**src/hw/mbfPkg.sv**
```systemverilog
`default_nettype none

// geometry of seven-variable monotone Boolean functions
package mbfPkg;

    localparam int tableBits = 128;  // one bit per input vector of seven variables
    localparam int permVars = 4;     // upper variables a b c d
    localparam int chunkBits = 8;    // low three variables span one chunk
    localparam int tagBits = 8;      // request tag width

    // bit n holds f(n) with the upper variables in n[6:3]
    typedef logic [tableBits-1:0] truthTable_t;

    typedef logic [tagBits-1:0] reqTag_t;  // opaque to the engine

endpackage

`default_nettype wire

```
**src/hw/permCheckPkg.sv**
```systemverilog
`default_nettype none

// intermediary format and consumer control for the 24-way permutation check
package permCheckPkg;

    localparam int oneThreeBits = 16;  // 4x4 array indexed [location*4+flavor]
    localparam int twoTwoBits = 18;    // 3x6 array indexed [location*6+pair]
    localparam int permCount = 24;     // permutations of a b c d
    localparam int groupCount = 4;     // one group per removed variable
    localparam int queueDepth = 4;     // records held between producer and consumer

    // one intermediary record as it travels through the queue
    typedef struct packed {
        logic sharedAll;                     // chunks 0 and 15 already below top
        logic [oneThreeBits-1:0] oneThree;   // one-var chunk joined with its three-var chunk
        logic [twoTwoBits-1:0] twoTwo;       // pair joined with the complementary pair
        mbfPkg::reqTag_t tag;
    } interRec_t;

    typedef logic [1:0] groupSel_t;  // removed variable 0..3 for a..d

    // two/two pair index per remaining slot
    // pairs are ordered ab ac ad cd bd bc
    localparam int groupMap [groupCount][3] = '{
        '{0, 1, 2},  // a removed
        '{0, 5, 4},  // b removed
        '{5, 1, 3},  // c removed
        '{4, 3, 2}   // d removed
    };

    typedef enum logic {
        idle,  // waiting for a record
        eval   // walking the four groups
    } consState_t;

endpackage

`default_nettype wire

```
**src/hw/permIntermediaryIf.sv**
```systemverilog
`default_nettype none

// record path from producer through queue to consumer
interface permIntermediaryIf;
    import permCheckPkg::*;

    logic push;         // write wrRec this cycle
    logic pop;          // consumer takes the head
    logic notEmpty;     // head record present
    interRec_t wrRec;   // record from the producer
    interRec_t rdRec;   // oldest stored record

    modport producer (output push, output wrRec);
    modport queue (input push, input wrRec, input pop, output notEmpty, output rdRec);
    modport consumer (input notEmpty, input rdRec, output pop);

endinterface

`default_nettype wire

```
**src/hw/permIntermediaryProducer.sv**
```systemverilog
`default_nettype none

module permIntermediaryProducer (
    input logic clk,
    input logic arstN,
    input logic inStrobe,
    input mbfPkg::truthTable_t top,
    input mbfPkg::truthTable_t bot,
    input logic botValid,
    input mbfPkg::reqTag_t inTag,
    input logic full,
    permIntermediaryIf.producer interBus
);
    import mbfPkg::*;
    import permCheckPkg::*;

    logic [chunkBits-1:0] topParts [2**permVars];  // chunk c holds upper vars == c
    logic [chunkBits-1:0] botParts [2**permVars];
    interRec_t nextRec;
    interRec_t recQ;
    logic pushQ;

    // two-var chunk for pair j in order ab ac ad cd bd bc
    function automatic int pairChunk(input int j);
        case (j)
            0: return 3;    // ab
            1: return 5;    // ac
            2: return 9;    // ad
            3: return 12;   // cd
            4: return 10;   // bd
            default: return 6;  // bc
        endcase
    endfunction

    for (genvar c = 0; c < 2**permVars; c++) begin : gSplit
        assign topParts[c] = top[c*chunkBits +: chunkBits];
        assign botParts[c] = bot[c*chunkBits +: chunkBits];
    end

    always_comb begin
        nextRec.tag = inTag;
        // empty and full chunks map onto themselves under every permutation
        nextRec.sharedAll = botValid & (&({topParts[0], topParts[2**permVars-1]}
            | ~{botParts[0], botParts[2**permVars-1]}));
        // flavor j placed at location i together with the complementary three-var chunk
        for (int i = 0; i < permVars; i++) begin
            for (int j = 0; j < permVars; j++) begin
                nextRec.oneThree[i*4+j] = &({topParts[1 << i], topParts[15 ^ (1 << i)]}
                    | ~{botParts[1 << j], botParts[15 ^ (1 << j)]});
            end
        end
        // pair j at shape i with its complement moving along (ab with cd)
        for (int i = 0; i < 3; i++) begin
            for (int j = 0; j < 6; j++) begin
                nextRec.twoTwo[i*6+j] = &({topParts[pairChunk(i)], topParts[pairChunk(i+3)]}
                    | ~{botParts[pairChunk(j)], botParts[pairChunk((j+3) % 6)]});
            end
        end
    end

    always_ff @(posedge clk or negedge arstN) begin
        if (!arstN) begin
            pushQ <= 1'b0;
        end else begin
            pushQ <= inStrobe;  // one cycle from strobe to push
        end
    end

    always_ff @(posedge clk) begin
        if (inStrobe) begin
            recQ <= nextRec;
        end
    end

    assign interBus.push = pushQ;
    assign interBus.wrRec = recQ;

    // source has to hold off while the queue reports full
    assert property (@(posedge clk) disable iff (!arstN) full |-> !inStrobe);

endmodule

`default_nettype wire

```
**src/hw/permIntermediaryQueue.sv**
```systemverilog
`default_nettype none

module permIntermediaryQueue (
    input logic clk,
    input logic arstN,
    output logic full,
    permIntermediaryIf.queue interBus
);
    import permCheckPkg::*;

    interRec_t mem [queueDepth];                // circular storage
    logic [$clog2(queueDepth)-1:0] wrPtr;       // next free slot
    logic [$clog2(queueDepth)-1:0] rdPtr;       // oldest record
    logic [$clog2(queueDepth+1)-1:0] count;     // records held
    logic doPop;

    assign doPop = interBus.pop & interBus.notEmpty;

    always_ff @(posedge clk or negedge arstN) begin
        if (!arstN) begin
            wrPtr <= '0;
            rdPtr <= '0;
            count <= '0;
        end else begin
            if (interBus.push) begin
                wrPtr <= wrPtr + 1'b1;  // wraps at depth
            end
            if (doPop) begin
                rdPtr <= rdPtr + 1'b1;
            end
            case ({interBus.push, doPop})
                2'b10: count <= count + 1'b1;
                2'b01: count <= count - 1'b1;
                default: count <= count;  // both or neither
            endcase
        end
    end

    always_ff @(posedge clk) begin
        if (interBus.push) begin
            mem[wrPtr] <= interBus.wrRec;
        end
    end

    assign interBus.notEmpty = (count != '0);  // registered count only
    assign interBus.rdRec = mem[rdPtr];
    // a pending push already claims the last slot
    assign full = (count == queueDepth) || ((count == queueDepth - 1) && interBus.push);

    // producer keeps to full so the buffer never overruns
    assert property (@(posedge clk) disable iff (!arstN)
        interBus.push |-> (count < queueDepth));

    // consumer only pops a present head
    assert property (@(posedge clk) disable iff (!arstN)
        interBus.pop |-> interBus.notEmpty);

endmodule

`default_nettype wire

```
**src/hw/permResultConsumer.sv**
```systemverilog
`default_nettype none

module permResultConsumer (
    input logic clk,
    input logic arstN,
    permIntermediaryIf.consumer interBus,
    output logic outStrobe,
    output logic [permCheckPkg::permCount-1:0] results,
    output mbfPkg::reqTag_t outTag
);
    import permCheckPkg::*;

    consState_t state;
    groupSel_t grp;                    // removed variable under evaluation
    interRec_t recQ;                   // record being evaluated
    logic [permCount-1:0] resQ;
    logic outStrobeQ;
    logic grpShared;                   // shared bit of the reduced problem
    logic [8:0] oneTwo;                // 3x3 array indexed [location*3+flavor]
    logic [5:0] flags6;                // abc acb bac bca cab cba of the remaining three

    // removed variable takes flavor slot 0 so the rest keep their order
    function automatic int swapIdx(input int v, input int g);
        return (v == g) ? 0 : v;
    endfunction

    // shared converter from the 24-way to the 6-way intermediaries
    always_comb begin
        grpShared = recQ.sharedAll & recQ.oneThree[grp];  // removed var at location 0
        for (int i = 0; i < 3; i++) begin
            for (int k = 0; k < 3; k++) begin
                oneTwo[i*3+k] = recQ.oneThree[4*(i+1) + swapIdx(k+1, int'(grp))]
                    & recQ.twoTwo[6*i + groupMap[grp][k]];
            end
        end
    end

    // shared six-way slice
    assign flags6 = {
        grpShared & oneTwo[0] & oneTwo[4] & oneTwo[8],  // abc
        grpShared & oneTwo[0] & oneTwo[5] & oneTwo[7],  // acb
        grpShared & oneTwo[1] & oneTwo[3] & oneTwo[8],  // bac
        grpShared & oneTwo[1] & oneTwo[5] & oneTwo[6],  // bca
        grpShared & oneTwo[2] & oneTwo[3] & oneTwo[7],  // cab
        grpShared & oneTwo[2] & oneTwo[4] & oneTwo[6]   // cba
    };

    assign interBus.pop = (state == idle) & interBus.notEmpty;

    always_ff @(posedge clk or negedge arstN) begin
        if (!arstN) begin
            state <= idle;
            grp <= '0;
            outStrobeQ <= 1'b0;
        end else begin
            outStrobeQ <= 1'b0;
            case (state)
                idle: begin
                    if (interBus.notEmpty) begin
                        state <= eval;
                        grp <= '0;  // start with a removed
                    end
                end
                eval: begin
                    if (grp == groupSel_t'(groupCount - 1)) begin
                        state <= idle;
                        outStrobeQ <= 1'b1;  // all four slices written
                    end else begin
                        grp <= grp + 1'b1;
                    end
                end
                default: state <= idle;
            endcase
        end
    end

    always_ff @(posedge clk) begin
        if (interBus.pop) begin
            recQ <= interBus.rdRec;
        end
        if (state == eval) begin
            // group a lands in the top slice
            resQ[(groupCount - 1 - int'(grp)) * 6 +: 6] <= flags6;
        end
    end

    assign outStrobe = outStrobeQ;
    assign results = resQ;
    assign outTag = recQ.tag;  // held until the next pop

    // at least four eval cycles separate two results
    assert property (@(posedge clk) disable iff (!arstN) outStrobe |=> !outStrobe);

endmodule

`default_nettype wire

```
**src/hw/permCheckTop.sv**
```systemverilog
`default_nettype none

module permCheckTop (
    input logic clk,
    input logic arstN,
    input logic inStrobe,
    input mbfPkg::truthTable_t top,
    input mbfPkg::truthTable_t bot,
    input logic botValid,
    input mbfPkg::reqTag_t inTag,
    output logic full,
    output logic outStrobe,
    output logic [permCheckPkg::permCount-1:0] results,
    output mbfPkg::reqTag_t outTag
);

    permIntermediaryIf interBus ();  // producer to queue to consumer

    permIntermediaryProducer uProducer (
        .clk(clk),
        .arstN(arstN),
        .inStrobe(inStrobe),
        .top(top),
        .bot(bot),
        .botValid(botValid),
        .inTag(inTag),
        .full(full),
        .interBus(interBus.producer)
    );

    permIntermediaryQueue uQueue (
        .clk(clk),
        .arstN(arstN),
        .full(full),
        .interBus(interBus.queue)
    );

    permResultConsumer uConsumer (
        .clk(clk),
        .arstN(arstN),
        .interBus(interBus.consumer),
        .outStrobe(outStrobe),
        .results(results),
        .outTag(outTag)
    );

endmodule

`default_nettype wire

```
**config.mk**
```make
export PLATFORM = sky130hd
export DESIGN_NAME = permCheckTop
export DESIGN_NICKNAME = d
export VERILOG_FILES = /design/src/hw/mbfPkg.sv /design/src/hw/permCheckPkg.sv /design/src/hw/permIntermediaryIf.sv /design/src/hw/permIntermediaryProducer.sv /design/src/hw/permIntermediaryQueue.sv /design/src/hw/permResultConsumer.sv /design/src/hw/permCheckTop.sv
export SDC_FILE = /design/constraint.sdc
export NUM_CORES = 1
export LEC_CHECK = 0
export BUFFER_PORTS_ARGS = -buffer_cell sky130_fd_sc_hd__clkbuf_2
export CAP_MARGIN = 20
export CELL_PAD_IN_SITES_DETAIL_PLACEMENT = 1
export CELL_PAD_IN_SITES_GLOBAL_PLACEMENT = 2
export CORE_UTILIZATION = 40
export DETAILED_ROUTE_END_ITERATION = 8
export PLACE_DENSITY = 0.93
export SLEW_MARGIN = 5
export SYNTH_ARGS = -nofsm -noshare
export SYNTH_HDL_FRONTEND = slang
export SYNTH_HIERARCHICAL = 1
export SYNTH_SLANG_ARGS = --single-unit
export TNS_END_PERCENT = 5
```
**constraint.sdc**
```tcl
create_clock -name clk -period 9.1 [get_ports clk]
set_input_delay 0.91 -clock clk [delete_from_list [all_inputs] [get_ports clk]]
set_output_delay 0.91 -clock clk [all_outputs]
set_load 0.03 [all_outputs]
```
==> out/qor.csv, run 1 <==
stage,metric,value,unit
timing,RSZ-0062 raised after global routing,no,
power_and_ir_drop,Int Pwr,3.10,mW
detailed_routing,final WL,54.6,mm
die,Initial Util,0.407,
detailed_routing,drt wl/cell,29.5,um
logic_synthesis,register area share after synthesis,0.605,
place,DP HPWL,42.8,mm
final_layout,Layout Nets,1653,
power_and_ir_drop,Comb power frac,0.311,
die,Die W,192,um
setup_path,critical path startpoint category,flop,
final_layout,"commonest non-fill, non-tap cell in the layout",clkbuf_2,
setup_path,critical path required time,9.44,ns
global_routing,antenna violations before repair,2,
detailed_routing,Final ANT Viol Nets,0,
final_layout,Syn-to-layout area delta,19.5,%
timing,TNS Setup,0,ns
logic_synthesis,syn_area_per_cell,13.7,um^2
clocking,Clock Latency Late Sink,0.52,ns
place,Port Buf Inserts,301,
logic_synthesis,fraction of registers with async set/reset,0.0408,
global_routing,largest net degree at the start of global routing,46,
logic_synthesis,number of synthesized register bits,294,
place,Placer Congestion,0.996,
logic_synthesis,post-synth cell types,56,
final_layout,Final Non-Filler Cells,1853,
logic_synthesis,Synthesis Warnings,6,
detailed_routing,Iteration-0 DRC Markers,1194,
clocking,TritonCTS clock tree,built,
power_and_ir_drop,PwrDens,268,nW/um^2
logic_synthesis,number of flops mapped to enable cells by yosys,282,
power_and_ir_drop,switching share of power,0.332,
clocking,hold bufs inserted after CTS,0,
die,Core Region,35600,um^2
outcome,status,"complete, no violations",
clocking,clk root buf,clkbuf_16,
global_routing,GRT overflow,0,
die,Die Y,192,um
logic_synthesis,Mapped Area,14500,um^2
timing,Tightest Pin Transition,0.870,ns
clocking,setup bufs post-CTS,0,
global_routing,gr usage total,0.296,
setup_path,CP max FO,20,
clocking,TritonCTS buffer count,27,
timing,fmax,299,MHz
timing,clock skew after layout,0.00711,ns
setup_path,critical path class,reg -> reg,
setup_path,crit end category,flop,
final_layout,most frequent cells in the layout,"clkbuf_2, edfxtp_1, inv_1",
clocking,Post-CTS Resized,0,
logic_synthesis,Synth Flop Type,edfxtp_1,
clocking,Clock Pin Slew Worst Setup and Hold Paths,0.06,ns
job,number of max-cap violations,0,
die,boundary pin count,302,
place,placed cell count,1805,
die,Placement Rows,69,
final_layout,layout cell share with drive strength beyond 1,0.313,
power_and_ir_drop,Switch Pwr,1.54,mW
power_and_ir_drop,maximum VDD drop,0.308,mV
die,Die ar.,37000,um^2
global_routing,first-pass GRT wire length,79.8,mm
clocking,CTS Buffer Depth,3,
timing,Final Hold Fails,0,
timing,Max Transition Viols Final,0,
setup_path,WP data arrival,3.68,ns
clocking,number of H-tree levels,1,
timing,fin crit share,0.367,
timing,number of setup violations in the final report,0,
detailed_routing,Vias,11500,
detailed_routing,residual DRC count,0,
timing,Slew headroom,0.420,
clocking,clk sinks,294,
logic_synthesis,Mapped Cells,1061,
power_and_ir_drop,Clock Power Share,0.247,
detailed_routing,Vias/cell,6.23,
global_routing,vias in the first global route,12400,
power_and_ir_drop,Seq pwr share,0.442,
timing,Final min period,3.34,ns
power_and_ir_drop,Static Leak,6.87,nW
logic_synthesis,synthesized net count,1341,
hold_path,Hold Path Class,in -> async,
detailed_routing,DR pass1 iterations,6,
==> logic make-up after synthesis <==
family / count (synthesis) / share of synthesized area
multiplexers: 67 / 0.0892
flip-flops: 294 / 0.605
XOR/XNOR: 7 / 0.00423
buffers and inverters: 235 / 0.0697
AO/OA/AOI/OAI: 308 / 0.161
adder cells (fa/ha/maj): 12 / 0.0109
AND/OR/NAND/NOR: 138 / 0.0601
==> final timing paths <==
| check | start | end | slack, ns | cells past startpoint |
|---|---|---|---|---|
| max | uConsumer/grp[0]$_DFFE_PN0P_ | uConsumer/results[9]$_DFFE_PP_ | 5.76 | 6 |
| min | arstN | uProducer/interBus.push$_DFF_PN0_ | 0.29 | 1 |
| max reg2reg | uConsumer/grp[0]$_DFFE_PN0P_ | uConsumer/results[9]$_DFFE_PP_ | 5.76 | 6 |
| min reg2reg | uProducer/interBus.wrRec[8]$_DFFE_PP_ | uQueue/mem[3][8]$_DFFE_PP_ | 0.49 | 0 |
| max in group asynchronous | arstN | uQueue/rdPtr[0]$_DFFE_PN0P_ | 8.51 | 1 |
| min in group clk | uProducer/interBus.wrRec[8]$_DFFE_PP_ | uQueue/mem[3][8]$_DFFE_PP_ | 0.49 | 0 |
==> metrics by stage <==
step	util	cell area [um^2]	power, mW	setup slack, ns	hold slack [ns]
after global placement	0.462	16400	3.46	5.93	0.465
after global routing	0.487	17300	4.84	5.61	0.303
after CTS	0.487	17300	4.67	5.78	0.293
after floorplan	-	14500	3.02	5.12	0.459
after detailed placement	0.462	16400	3.52	5.84	0.487
final	0.487	17300	4.64	5.76	0.294
==> Yosys cell counts (2+ instances only) <==
cell | number | area (um^2)
a211oi_1 | 2 | 15.0
a21oi_1 | 6 | 30.0
a221oi_1 | 130 | 1140
a221oi_2 | 4 | 60.1
a222oi_1 | 2 | 20.0
a22o_1 | 5 | 43.8
and2_1 | 11 | 68.8
and3_1 | 4 | 25.0
and4_1 | 37 | 324
buf_12 | 4 | 80.1
buf_2 | 8 | 40.0
buf_4 | 8 | 60.1
buf_6 | 3 | 33.8
clkbuf_1 | 3 | 11.3
dfrtp_1 | 12 | 300
edfxtp_1 | 282 | 8470
ha_1 | 11 | 138
inv_1 | 180 | 676
inv_2 | 28 | 105
mux2_2 | 4 | 45.0
mux2i_1 | 14 | 140
mux4_1 | 6 | 158
mux4_2 | 41 | 923
nand2_1 | 16 | 60.1
nand2b_1 | 8 | 50.1
nand3_1 | 12 | 60.1
nand4_1 | 5 | 31.3
nor2_1 | 16 | 60.1
nor2b_1 | 9 | 56.3
nor3_1 | 9 | 45.0
o21ai_0 | 5 | 25.0
o22ai_1 | 138 | 863
o2bb2ai_1 | 7 | 61.3
o32ai_1 | 2 | 17.5
or3_1 | 3 | 18.8
xnor2_1 | 3 | 26.3
xor2_1 | 4 | 35.0
==> routing by layer <==
metal  global-route usage  part of all wire  vias to the layer above
li1                     -                 -                     4934
met1                0.381              0.39                     5685
met2                0.496              0.48                      772
met3               0.0500             0.090                      156
met4                0.115             0.038                        2
met5                    0           0.00026                        -
==> flip-flops by register name, summed over array words and instances (netlist names) <==
signal and cells:
uProducer/interBus.wrRec 43, uConsumer/outStrobe 1, uConsumer/state 1, uQueue/rdPtr 2
uQueue/wrPtr 2, uConsumer/recQ 35, uConsumer/grp 2, uQueue/mem 172
uConsumer/outTag 8, uConsumer/results 24, uQueue/count 3, uProducer/interBus.push 1
==> power groups by stage <==
stage	clock network [mW]	logic, mW	registers [mW]
floorplan	0	0.974	2.05
global placement	0	1.41	2.05
detailed placement	0	1.44	2.08
CTS	1.17	1.45	2.06
global route	1.21	1.55	2.08
finish	1.14	1.45	2.05
==> worst max-delay path, stage by stage, from the launching register on <==
cell	delay (ns)
dfrtp_1	0.71
ha_1	0.81
mux2_2	0.32
a222oi_1	0.11
or4b_4	0.61
or4_4	0.44
o32ai_1	0.14
==> area by class of cell <==
class | count | area [um^2]
flip-flops and latches | 294 | 8770
diodes | 1 | 2.50
multi-input cells | 532 | 4720
well taps | 461 | 577
repair buffers | 309 | 1570
clock buffers | 31 | 691
clock inverters | 16 | 201
inverters | 209 | 785
fillers | 3781 | 18300
Note: power is estimated with default switching activity, not from simulation.
==> run 2: changes to the inputs <==
--- a/config.mk
+++ b/config.mk
@@ -5,13 +5,14 @@
 export SDC_FILE = /design/constraint.sdc
 export NUM_CORES = 1
 export LEC_CHECK = 0
+export ABC_AREA = 1
 export BUFFER_PORTS_ARGS = -buffer_cell sky130_fd_sc_hd__clkbuf_2
 export CAP_MARGIN = 20
 export CELL_PAD_IN_SITES_DETAIL_PLACEMENT = 1
 export CELL_PAD_IN_SITES_GLOBAL_PLACEMENT = 2
-export CORE_UTILIZATION = 40
+export CORE_UTILIZATION = 33
 export DETAILED_ROUTE_END_ITERATION = 8
-export PLACE_DENSITY = 0.93
+export PLACE_DENSITY = 0.88
 export SLEW_MARGIN = 5
 export SYNTH_ARGS = -nofsm -noshare
 export SYNTH_HDL_FRONTEND = slang
==> constraint.sdc (replaced) <==
create_clock -name clk -period 3.1 [get_ports clk]
set_input_delay 0.31 -clock clk [delete_from_list [all_inputs] [get_ports clk]]
set_output_delay 0.31 -clock clk [all_outputs]
set_load 0.03 [all_outputs]
==> run 2 against run 1 <==
Effect of this change: largest power group unchanged; clock power increased to 3.1 times the previous value; critical path type unchanged; combinational power grew to 3.5 times the previous value; die area rose by 35%; sequential power grew to 2.9 times the previous value; synthesized area is 12% higher.
==> out/qor.csv, run 2 <==
stage,metric,value,unit,change
global_routing,first-pass GRT wire length,84.8,mm,was 79.8 mm
setup_path,critical path class,reg -> reg,,unchanged
clocking,clk root buf,clkbuf_16,,unchanged
setup_path,critical path startpoint category,flop,,unchanged
global_routing,gr usage total,0.220,,was 0.296
timing,Slew headroom,0.299,,was 0.420
place,Placer Congestion,0.911,,was 0.996
power_and_ir_drop,PnR Total Power,14.6,mW,was 4.64 mW
setup_path,reg2reg end,uConsumer/results[23]$_DFFE_PP_,,was uConsumer/results[9]$_DFFE_PP_
logic_synthesis,number of flops mapped to enable cells by yosys,282,,unchanged
setup_path,FF-to-FF path depth,13,,was 6
timing,fin crit share,0.861,,was 0.367
clocking,Clock Latency Late Sink,0.56,ns,was 0.52 ns
setup_path,r2r startpoint,uConsumer/grp[1]$_DFFE_PN0P_,,was uConsumer/grp[0]$_DFFE_PN0P_
setup_path,WP data arrival,2.97,ns,was 3.68 ns
die,Die ar.,49900,um^2,was 37000 um^2
timing,fmax,375,MHz,was 299 MHz
clocking,number of H-tree levels,1,,unchanged
detailed_routing,Vias/cell,4.93,,was 6.23
final_layout,fin util,0.402,,was 0.487
hold_path,Hold Path Class,in -> reg,,was in -> async
timing,clock skew after layout,0.0152,ns,was 0.00711 ns
setup_path,critical path required time,3.40,ns,was 9.44 ns
power_and_ir_drop,maximum VDD drop,0.442,mV,was 0.308 mV
timing,Final Hold Fails,0,,unchanged
logic_synthesis,ranking of synthesized cells by area,"edfxtp_1, nand2_1, o21ai_0",,"was edfxtp_1, a221oi_1, mux4_2"
die,Placement Rows,80,,was 69
setup_path,R2R Setup Slk,0.43,ns,was 5.76 ns
final_layout,"Most flops, register",uQueue/mem,,unchanged
power_and_ir_drop,PwrDens,754,nW/um^2,was 268 nW/um^2
clocking,hold bufs inserted after CTS,9,,was 0
logic_synthesis,fraction of registers with async set/reset,0.0408,,unchanged
timing,TNS Setup,0,ns,unchanged
outcome,status,"complete, no violations",,unchanged
logic_synthesis,Mapped Area,16200,um^2,was 14500 um^2
logic_synthesis,Synthesis Warnings,6,,unchanged
final_layout,max reg flops,172,,unchanged
global_routing,largest net degree at the start of global routing,58,,was 46
logic_synthesis,synthesized net count,2237,,was 1341
logic_synthesis,Yosys top cell by area,edfxtp_1,,unchanged
clocking,setup bufs post-CTS,0,,unchanged
die,Core Region,48000,um^2,was 35600 um^2
detailed_routing,DR pass1 iterations,6,,unchanged
place,Port Buf Inserts,301,,unchanged
final_layout,Layout Nets,2549,,was 1653
logic_synthesis,top-area cell type share of the netlist area,0.523,,was 0.584
logic_synthesis,post-synth cell types,30,,was 56
final_layout,most frequent cells in the layout,"nand2_1, clkbuf_2, inv_1",,"was clkbuf_2, edfxtp_1, inv_1"
timing,number of setup violations in the final report,0,,unchanged
detailed_routing,final WL,55.2,mm,was 54.6 mm
job,number of max-cap violations,0,,unchanged
place,placed inst area,18200,um^2,was 16400 um^2
clocking,TritonCTS clock tree,built,,unchanged
clocking,TritonCTS buffer count,30,,was 27
final_layout,layout cell share with drive strength beyond 1,0.172,,was 0.313
logic_synthesis,number of synthesized register bits,294,,unchanged
setup_path,Worst Setup EP,uConsumer/results[23]$_DFFE_PP_,,was uConsumer/results[9]$_DFFE_PP_
detailed_routing,Vias,14300,,was 11500
power_and_ir_drop,Static Leak,8.89,nW,was 6.87 nW
timing,Max Transition Viols Final,0,,unchanged
detailed_routing,Final ANT Viol Nets,0,,unchanged
detailed_routing,drt wl/cell,19.0,um,was 29.5 um
die,Initial Util,0.337,,was 0.407
detailed_routing,residual DRC count,0,,unchanged
logic_synthesis,Synth Flop Type,edfxtp_1,,unchanged
clocking,CTS Buffer Depth,3,,unchanged
logic_synthesis,commonest cells in the netlist,"nand2_1, inv_1, edfxtp_1",,"was edfxtp_1, inv_1, o22ai_1"
timing,RSZ-0062 raised after global routing,no,,unchanged
setup_path,worst setup path start,uConsumer/grp[1]$_DFFE_PN0P_,,was uConsumer/grp[0]$_DFFE_PN0P_
global_routing,antenna violations before repair,5,,was 2
die,boundary pin count,302,,unchanged
place,DP HPWL,43.3,mm,was 42.8 mm
global_routing,vias in the first global route,15000,,was 12400
clocking,clk sinks,294,,unchanged
logic_synthesis,register area share after synthesis,0.542,,was 0.605
timing,Tightest Pin Transition,1.05,ns,was 0.870 ns
detailed_routing,Iteration-0 DRC Markers,792,,was 1194
logic_synthesis,top-count cell post-synth,nand2_1,,was edfxtp_1
global_routing,GRT overflow,0,,unchanged
timing,setup slack after layout,0.430,ns,was 5.76 ns
place,DP Worst Slack,0.497,ns,was 5.84 ns
logic_synthesis,syn_area_per_cell,8.27,um^2,was 13.7 um^2
final_layout,cell area after layout,19300,um^2,was 17300 um^2
clocking,Post-CTS Resized,0,,unchanged
clocking,Clock Pin Slew Worst Setup and Hold Paths,0.06,ns,about the same
final_layout,Syn-to-layout area delta,19.4,%,was 19.5%
die,Die Y,223,um,was 192 um
timing,Final min period,2.67,ns,was 3.34 ns
setup_path,crit end category,flop,,unchanged
final_layout,"commonest non-fill, non-tap cell in the layout",nand2_1,,was clkbuf_2
logic_synthesis,Mapped Cells,1957,,was 1061
setup_path,CP max FO,9,,was 20
die,Die W,223,um,was 192 um
run 2: cell count changes in the layout (fill, tap and decap cells not counted), moves of 9 or more:
cell,previous run,this run
nand2_1,16,650
o21ai_0,5,248
nor2_1,16,208
o22ai_1,138,2
a221oi_1,130,0
inv_1,180,298
o211ai_1,0,79
mux4_2,41,0
and4_1,37,0
nand3_1,12,36
inv_2,28,13
mux2i_1,14,0
o21ai_1,0,14
dlygate4sd3_1,0,9
run 2: final cells by class:
type,count,area [um^2]
Multi-Input combinational cell,1301,5860
Clock inverter,21,219
Timing Repair Buffer,326,1750
Clock buffer,33,762
Tap cell,615,769
Sequential cell,294,8770
Inverter,316,1190
Antenna cell,2,5.00
Fill cell,5879,28700
run 2: through the flow:
step                instances  hold slack [ns]
floorplan                1957           0.0144
detailed placement       2843            0.234
global placement         2843            0.227
global route             2908            0.213
CTS                      2906            0.176
finish                   2908            0.192
run 2: how the worst min path moves through the flow:
stage | end | from | cells after the start | slack (ns)
finish | uProducer/interBus.wrRec[42]$_DFFE_PP_ | bot[123] | 4 | 0.19
global route | uProducer/interBus.wrRec[42]$_DFFE_PP_ | bot[123] | 4 | 0.21
CTS | uQueue/count[0]$_DFFE_PN0P_ | arstN | 2 | 0.18
detailed placement | uQueue/count[0]$_DFFE_PN0P_ | arstN | 1 | 0.23
global placement | uQueue/count[1]$_DFFE_PN0P_ | arstN | 1 | 0.23
floorplan | uConsumer/grp[0]$_DFFE_PN0P_ | arstN | 0 | 0.01
run 2: kinds of logic (layout without fill, tap and decap cells):
group,after synthesis,after routing,share of synthesized area
adders and majority gates,12,12,0.00974
and+or+nand+nor,921,921,0.221
AOI/OAI and AO/OA,365,365,0.129
DFF,294,294,0.542
buffers and inverters,362,696,0.0969
other,0,2,0
xor gates and xnor gates,3,3,0.00162
run 2: layer usage:
| metal | global-route usage | part of all wire |
|---|---|---|
| met5 | 0 | 0.00045 |
| met1 | 0.293 | 0.45 |
| met2 | 0.383 | 0.48 |
| met4 | 0.0603 | 0.026 |
| met3 | 0.0199 | 0.040 |
run 2: critical path: stages (launching register included):
cell     delay, ns
dfrtp_1       0.48
inv_1         0.30
ha_1          0.43
inv_2         0.14
nand2_1       0.09
nand2_1       0.09
nand2_1       0.06
nand2_1       0.04
nor2_1        0.14
nor2_2        0.08
nand4_1       0.09
nand2_1       0.12
a21oi_1       0.26
nor2_1        0.10
run 2: report_power, final:
group	internal [mW]	total [mW]	switching [mW]
clock	2.10	3.57	1.47
sequential	5.55	5.98	0.435
combinational	1.41	5.03	3.62
total	9.05	14.6	5.53
==> run 3: changes to the inputs <==
--- a/config.mk
+++ b/config.mk
@@ -10,12 +10,11 @@
 export CAP_MARGIN = 20
 export CELL_PAD_IN_SITES_DETAIL_PLACEMENT = 1
 export CELL_PAD_IN_SITES_GLOBAL_PLACEMENT = 2
-export CORE_UTILIZATION = 33
+export CORE_UTILIZATION = 35
 export DETAILED_ROUTE_END_ITERATION = 8
-export PLACE_DENSITY = 0.88
+export GPL_TIMING_DRIVEN = 0
+export PLACE_DENSITY = 0.89
 export SLEW_MARGIN = 5
 export SYNTH_ARGS = -nofsm -noshare
 export SYNTH_HDL_FRONTEND = slang
-export SYNTH_HIERARCHICAL = 1
 export SYNTH_SLANG_ARGS = --single-unit
-export TNS_END_PERCENT = 5
==> run 3 against run 2 <==
Effect of this change: highest routed layer is now met4; final cell count decreased by 20%; critical endpoint is now uConsumer.results[9]$_DFFE_PP_; clock skew decreased by 0.0039 ns; design area decreased by 7.5%; synthesized area decreased by 9.6%; the run now ends with design-rule violations left.
==> out/qor.csv, run 3 <==
stage,metric,value,unit,change
outcome,status,"finished, violations left",,"was complete, no violations"
outcome,failing checks,design-rule violations,,
detailed_routing,Iteration-0 DRC Markers,1144,,was 792
detailed_routing,Vias/cell,5.65,,was 4.93
die,Die ar.,42600,um^2,was 49900 um^2
clocking,TritonCTS clock tree,built,,unchanged
clocking,TritonCTS buffer count,30,,unchanged
setup_path,crit path buf inv count,4,,was 2
setup_path,critical path required time,3.51,ns,was 3.40 ns
timing,TNS Setup,0,ns,unchanged
setup_path,r2r startpoint,uConsumer.grp[1]$_DFFE_PN0P_,,was uConsumer/grp[1]$_DFFE_PN0P_
die,Initial Util,0.357,,was 0.337
detailed_routing,Final ANT Viol Nets,0,,unchanged
global_routing,GRT overflow,0,,unchanged
clocking,Clock Pin Slew Worst Setup and Hold Paths,0.06,ns,about the same
die,Die Y,206,um,was 223 um
power_and_ir_drop,Static Leak,7.26,nW,was 8.89 nW
timing,fmax,353,MHz,was 375 MHz
clocking,clk sinks,294,,unchanged
logic_synthesis,fraction of registers with async set/reset,0.0408,,unchanged
power_and_ir_drop,PnR Total Power,14.4,mW,was 14.6 mW
die,Die W,206,um,was 223 um
logic_synthesis,Mapped Cells,1436,,was 1957
detailed_routing,final WL,54.2,mm,was 55.2 mm
final_layout,layout cell share with drive strength beyond 1,0.218,,was 0.172
place,Port Buf Inserts,301,,unchanged
die,Placement Rows,74,,was 80
clocking,clk root buf,clkbuf_16,,unchanged
final_layout,most frequent cells in the layout,"clkbuf_2, edfxtp_1, inv_1",,"was nand2_1, clkbuf_2, inv_1"
final_layout,cell area after layout,17900,um^2,was 19300 um^2
setup_path,Crit-path slowest cell,dfrtp_1,,unchanged
place,DP HPWL,42.0,mm,was 43.3 mm
logic_synthesis,number of flops mapped to enable cells by yosys,282,,unchanged
setup_path,Worst path most repeated cell,nand2_1,,unchanged
timing,Final Hold Fails,0,,unchanged
logic_synthesis,commonest cells in the netlist,"edfxtp_1, inv_1, o22ai_1",,"was nand2_1, inv_1, edfxtp_1"
hold_path,Worst Hold End,uProducer.interBus.wrRec[42]$_DFFE_PP_,,was uProducer/interBus.wrRec[42]$_DFFE_PP_
power_and_ir_drop,PwrDens,806,nW/um^2,was 754 nW/um^2
setup_path,CP max stage delay,0.63,ns,was 0.48 ns
logic_synthesis,post-synth cell types,50,,was 30
logic_synthesis,Synthesis Warnings,0,,was 6
timing,Slew headroom,0.253,,was 0.299
setup_path,CP Cell Sequence,inv_1 -> ha_1 -> buf_6 -> inv_4 -> nand2_1 -> nand2_1 -> nand2_1 -> inv_1 -> o21ai_0 -> nor2_2 -> nand3_1 -> nor2_1 -> nand3_1 -> a21oi_1,,was inv_1 -> ha_1 -> inv_2 -> nand2_1 -> nand2_1 -> nand2_1 -> nand2_1 -> nor2_1 -> nor2_2 -> nand4_1 -> nand2_1 -> a21oi_1 -> nor2_1
setup_path,reg2reg end,uConsumer.results[9]$_DFFE_PP_,,was uConsumer/results[23]$_DFFE_PP_
logic_synthesis,Synth Flop Type,edfxtp_1,,unchanged
logic_synthesis,ranking of synthesized cells by area,"edfxtp_1, o22ai_1, inv_1",,"was edfxtp_1, nand2_1, o21ai_0"
logic_synthesis,Yosys top cell by area,edfxtp_1,,unchanged
detailed_routing,drt wl/cell,23.2,um,was 19.0 um
clocking,Clock Latency Late Sink,0.56,ns,about the same
global_routing,largest net degree at the start of global routing,37,,was 58
timing,Tightest Pin Transition,1.11,ns,was 1.05 ns
place,placed inst area,16900,um^2,was 18200 um^2
detailed_routing,DR pass1 iterations,8,,was 6
clocking,number of H-tree levels,1,,unchanged
setup_path,crit end category,flop,,unchanged
die,boundary pin count,302,,unchanged
hold_path,Cells on Worst Hold Path,3,,was 4
timing,Max Transition Viols Final,0,,unchanged
global_routing,gr usage total,0.253,,was 0.220
timing,Final min period,2.83,ns,was 2.67 ns
detailed_routing,Vias,13200,,was 14300
setup_path,crit-path leading delay family,simple AND/OR/NAND/NOR gates,,unchanged
final_layout,"Most flops, register",uQueue.mem,,was uQueue/mem
logic_synthesis,syn_area_per_cell,10.2,um^2,was 8.27 um^2
global_routing,first-pass GRT wire length,80.9,mm,was 84.8 mm
setup_path,worst setup path start,uConsumer.grp[1]$_DFFE_PN0P_,,was uConsumer/grp[1]$_DFFE_PN0P_
setup_path,R2R Setup Slk,0.27,ns,was 0.43 ns
setup_path,FF-to-FF path depth,14,,was 13
clocking,Post-CTS Resized,0,,unchanged
timing,number of setup violations in the final report,0,,unchanged
final_layout,Filler cells,4717,,was 5879
final_layout,max reg flops,172,,unchanged
hold_path,Hold Path Class,in -> reg,,unchanged
final_layout,# diodes,0,,was 2
final_layout,Final Non-Filler Cells,2334,,was 2908
timing,fin crit share,0.913,,was 0.861
global_routing,vias in the first global route,13600,,was 15000
logic_synthesis,top-area cell type share of the netlist area,0.579,,was 0.523
final_layout,Syn-to-layout area delta,22.1,%,was 19.4%
timing,clock skew after layout,0.0113,ns,was 0.0152 ns
logic_synthesis,register area share after synthesis,0.599,,was 0.542
timing,RSZ-0062 raised after global routing,no,,unchanged
logic_synthesis,Mapped Area,14600,um^2,was 16200 um^2
job,number of max-cap violations,0,,unchanged
final_layout,"commonest non-fill, non-tap cell in the layout",clkbuf_2,,was nand2_1
die,Core Region,41000,um^2,was 48000 um^2
final_layout,Layout Nets,2065,,was 2549
place,Placer Congestion,0.980,,was 0.911
global_routing,antenna violations before repair,2,,was 5
setup_path,critical path class,reg -> reg,,unchanged
detailed_routing,residual DRC count,9,,was 0
clocking,CTS Buffer Depth,3,,unchanged
setup_path,WP data arrival,3.24,ns,was 2.97 ns
place,placed cell count,2275,,was 2843
logic_synthesis,top-count cell post-synth,edfxtp_1,,was nand2_1
setup_path,critical path startpoint category,flop,,unchanged
logic_synthesis,number of synthesized register bits,294,,unchanged
power_and_ir_drop,maximum VDD drop,0.509,mV,was 0.442 mV
logic_synthesis,synthesized net count,1717,,was 2237
hold_path,Hold Path Origin,botValid,,was bot[123]
setup_path,CP max FO,10,,was 9
## run 3: where the power goes
group | total [mW] | switching [mW] | internal [mW]
Combinational | 5.26 | 3.76 | 1.50
Clock | 3.21 | 1.45 | 1.76
Sequential | 5.93 | 0.382 | 5.55
Total | 14.4 | 5.59 | 8.81
## run 3: routing by layer
| layer | GRT usage | share of wire | vias to the layer above |
|---|---|---|---|
| met4 | 0.0738 | 0.030 | 0 |
| met3 | 0.0273 | 0.061 | 112 |
| met5 | 0 | 0 | - |
| met2 | 0.424 | 0.47 | 604 |
| li1 | - | - | 6005 |
| met1 | 0.344 | 0.43 | 6470 |
## run 3: worst max path at each step
stage | to | slack, ns | depth (start not counted)
floorplan | uQueue.count[2]$_DFFE_PN0P_ | 0.38 | 10
global placement | uQueue.count[2]$_DFFE_PN0P_ | -0.50 | 10
detailed placement | uConsumer.results[9]$_DFFE_PP_ | 0.33 | 14
CTS | uConsumer.results[9]$_DFFE_PP_ | 0.30 | 14
global route | uConsumer.results[9]$_DFFE_PP_ | 0.12 | 14
finish | uConsumer.results[9]$_DFFE_PP_ | 0.27 | 14
## run 3: timing repair
item | CTS | global route
buffers inserted | 0 | 0
setup endpoints to repair | 0 | 0
hold buffers | 9 | 0
hold endpoints to repair | 20 | 0
## run 3: kinds of logic (layout without fill, tap and decap cells)
logic type / after synthesis / in the layout / share of synthesized area
fa+ha+maj: 13 / 13 / 0.0116
simple gates: 443 / 443 / 0.131
compound gates: 435 / 435 / 0.187
mux: 1 / 1 / 0.000684
xor+xnor: 5 / 5 / 0.00299
flops: 294 / 294 / 0.599
buf+inv: 245 / 611 / 0.0670
## run 3: area by class of cell
cell class | instances | area [um^2] | area share
timing repair buffer | 316 | 1720 | 0.0961
clock inverter | 13 | 73.8 | 0.00413
inverter | 201 | 759 | 0.0425
tap | 532 | 666 | 0.0373
buffer | 44 | 220 | 0.0123
sequential | 294 | 8770 | 0.491
clock buffer | 37 | 777 | 0.0435
multi-input combinational | 897 | 4880 | 0.273
## run 3: worst reg2reg max path: stages, from the launching register on
cell     delay (ns)
dfrtp_1        0.63
inv_1          0.30
ha_1           0.27
buf_6          0.15
inv_4          0.11
nand2_1        0.06
nand2_1        0.10
nand2_1        0.08
inv_1          0.05
o21ai_0        0.11
nor2_2         0.18
nand3_1        0.15
nor2_1         0.17
nand3_1        0.14
a21oi_1        0.17
## run 3: stage by stage
step	util	hold slack (ns)	worst slack, ns
3_5_place_dp	0.413	0.234	0.330
6_report	0.436	0.133	0.270
3_3_place_gp	0.410	0.221	-0.499
4_1_cts	0.436	0.120	0.302
2_1_floorplan	-	0.0144	0.379
5_1_grt	0.436	0.143	0.116
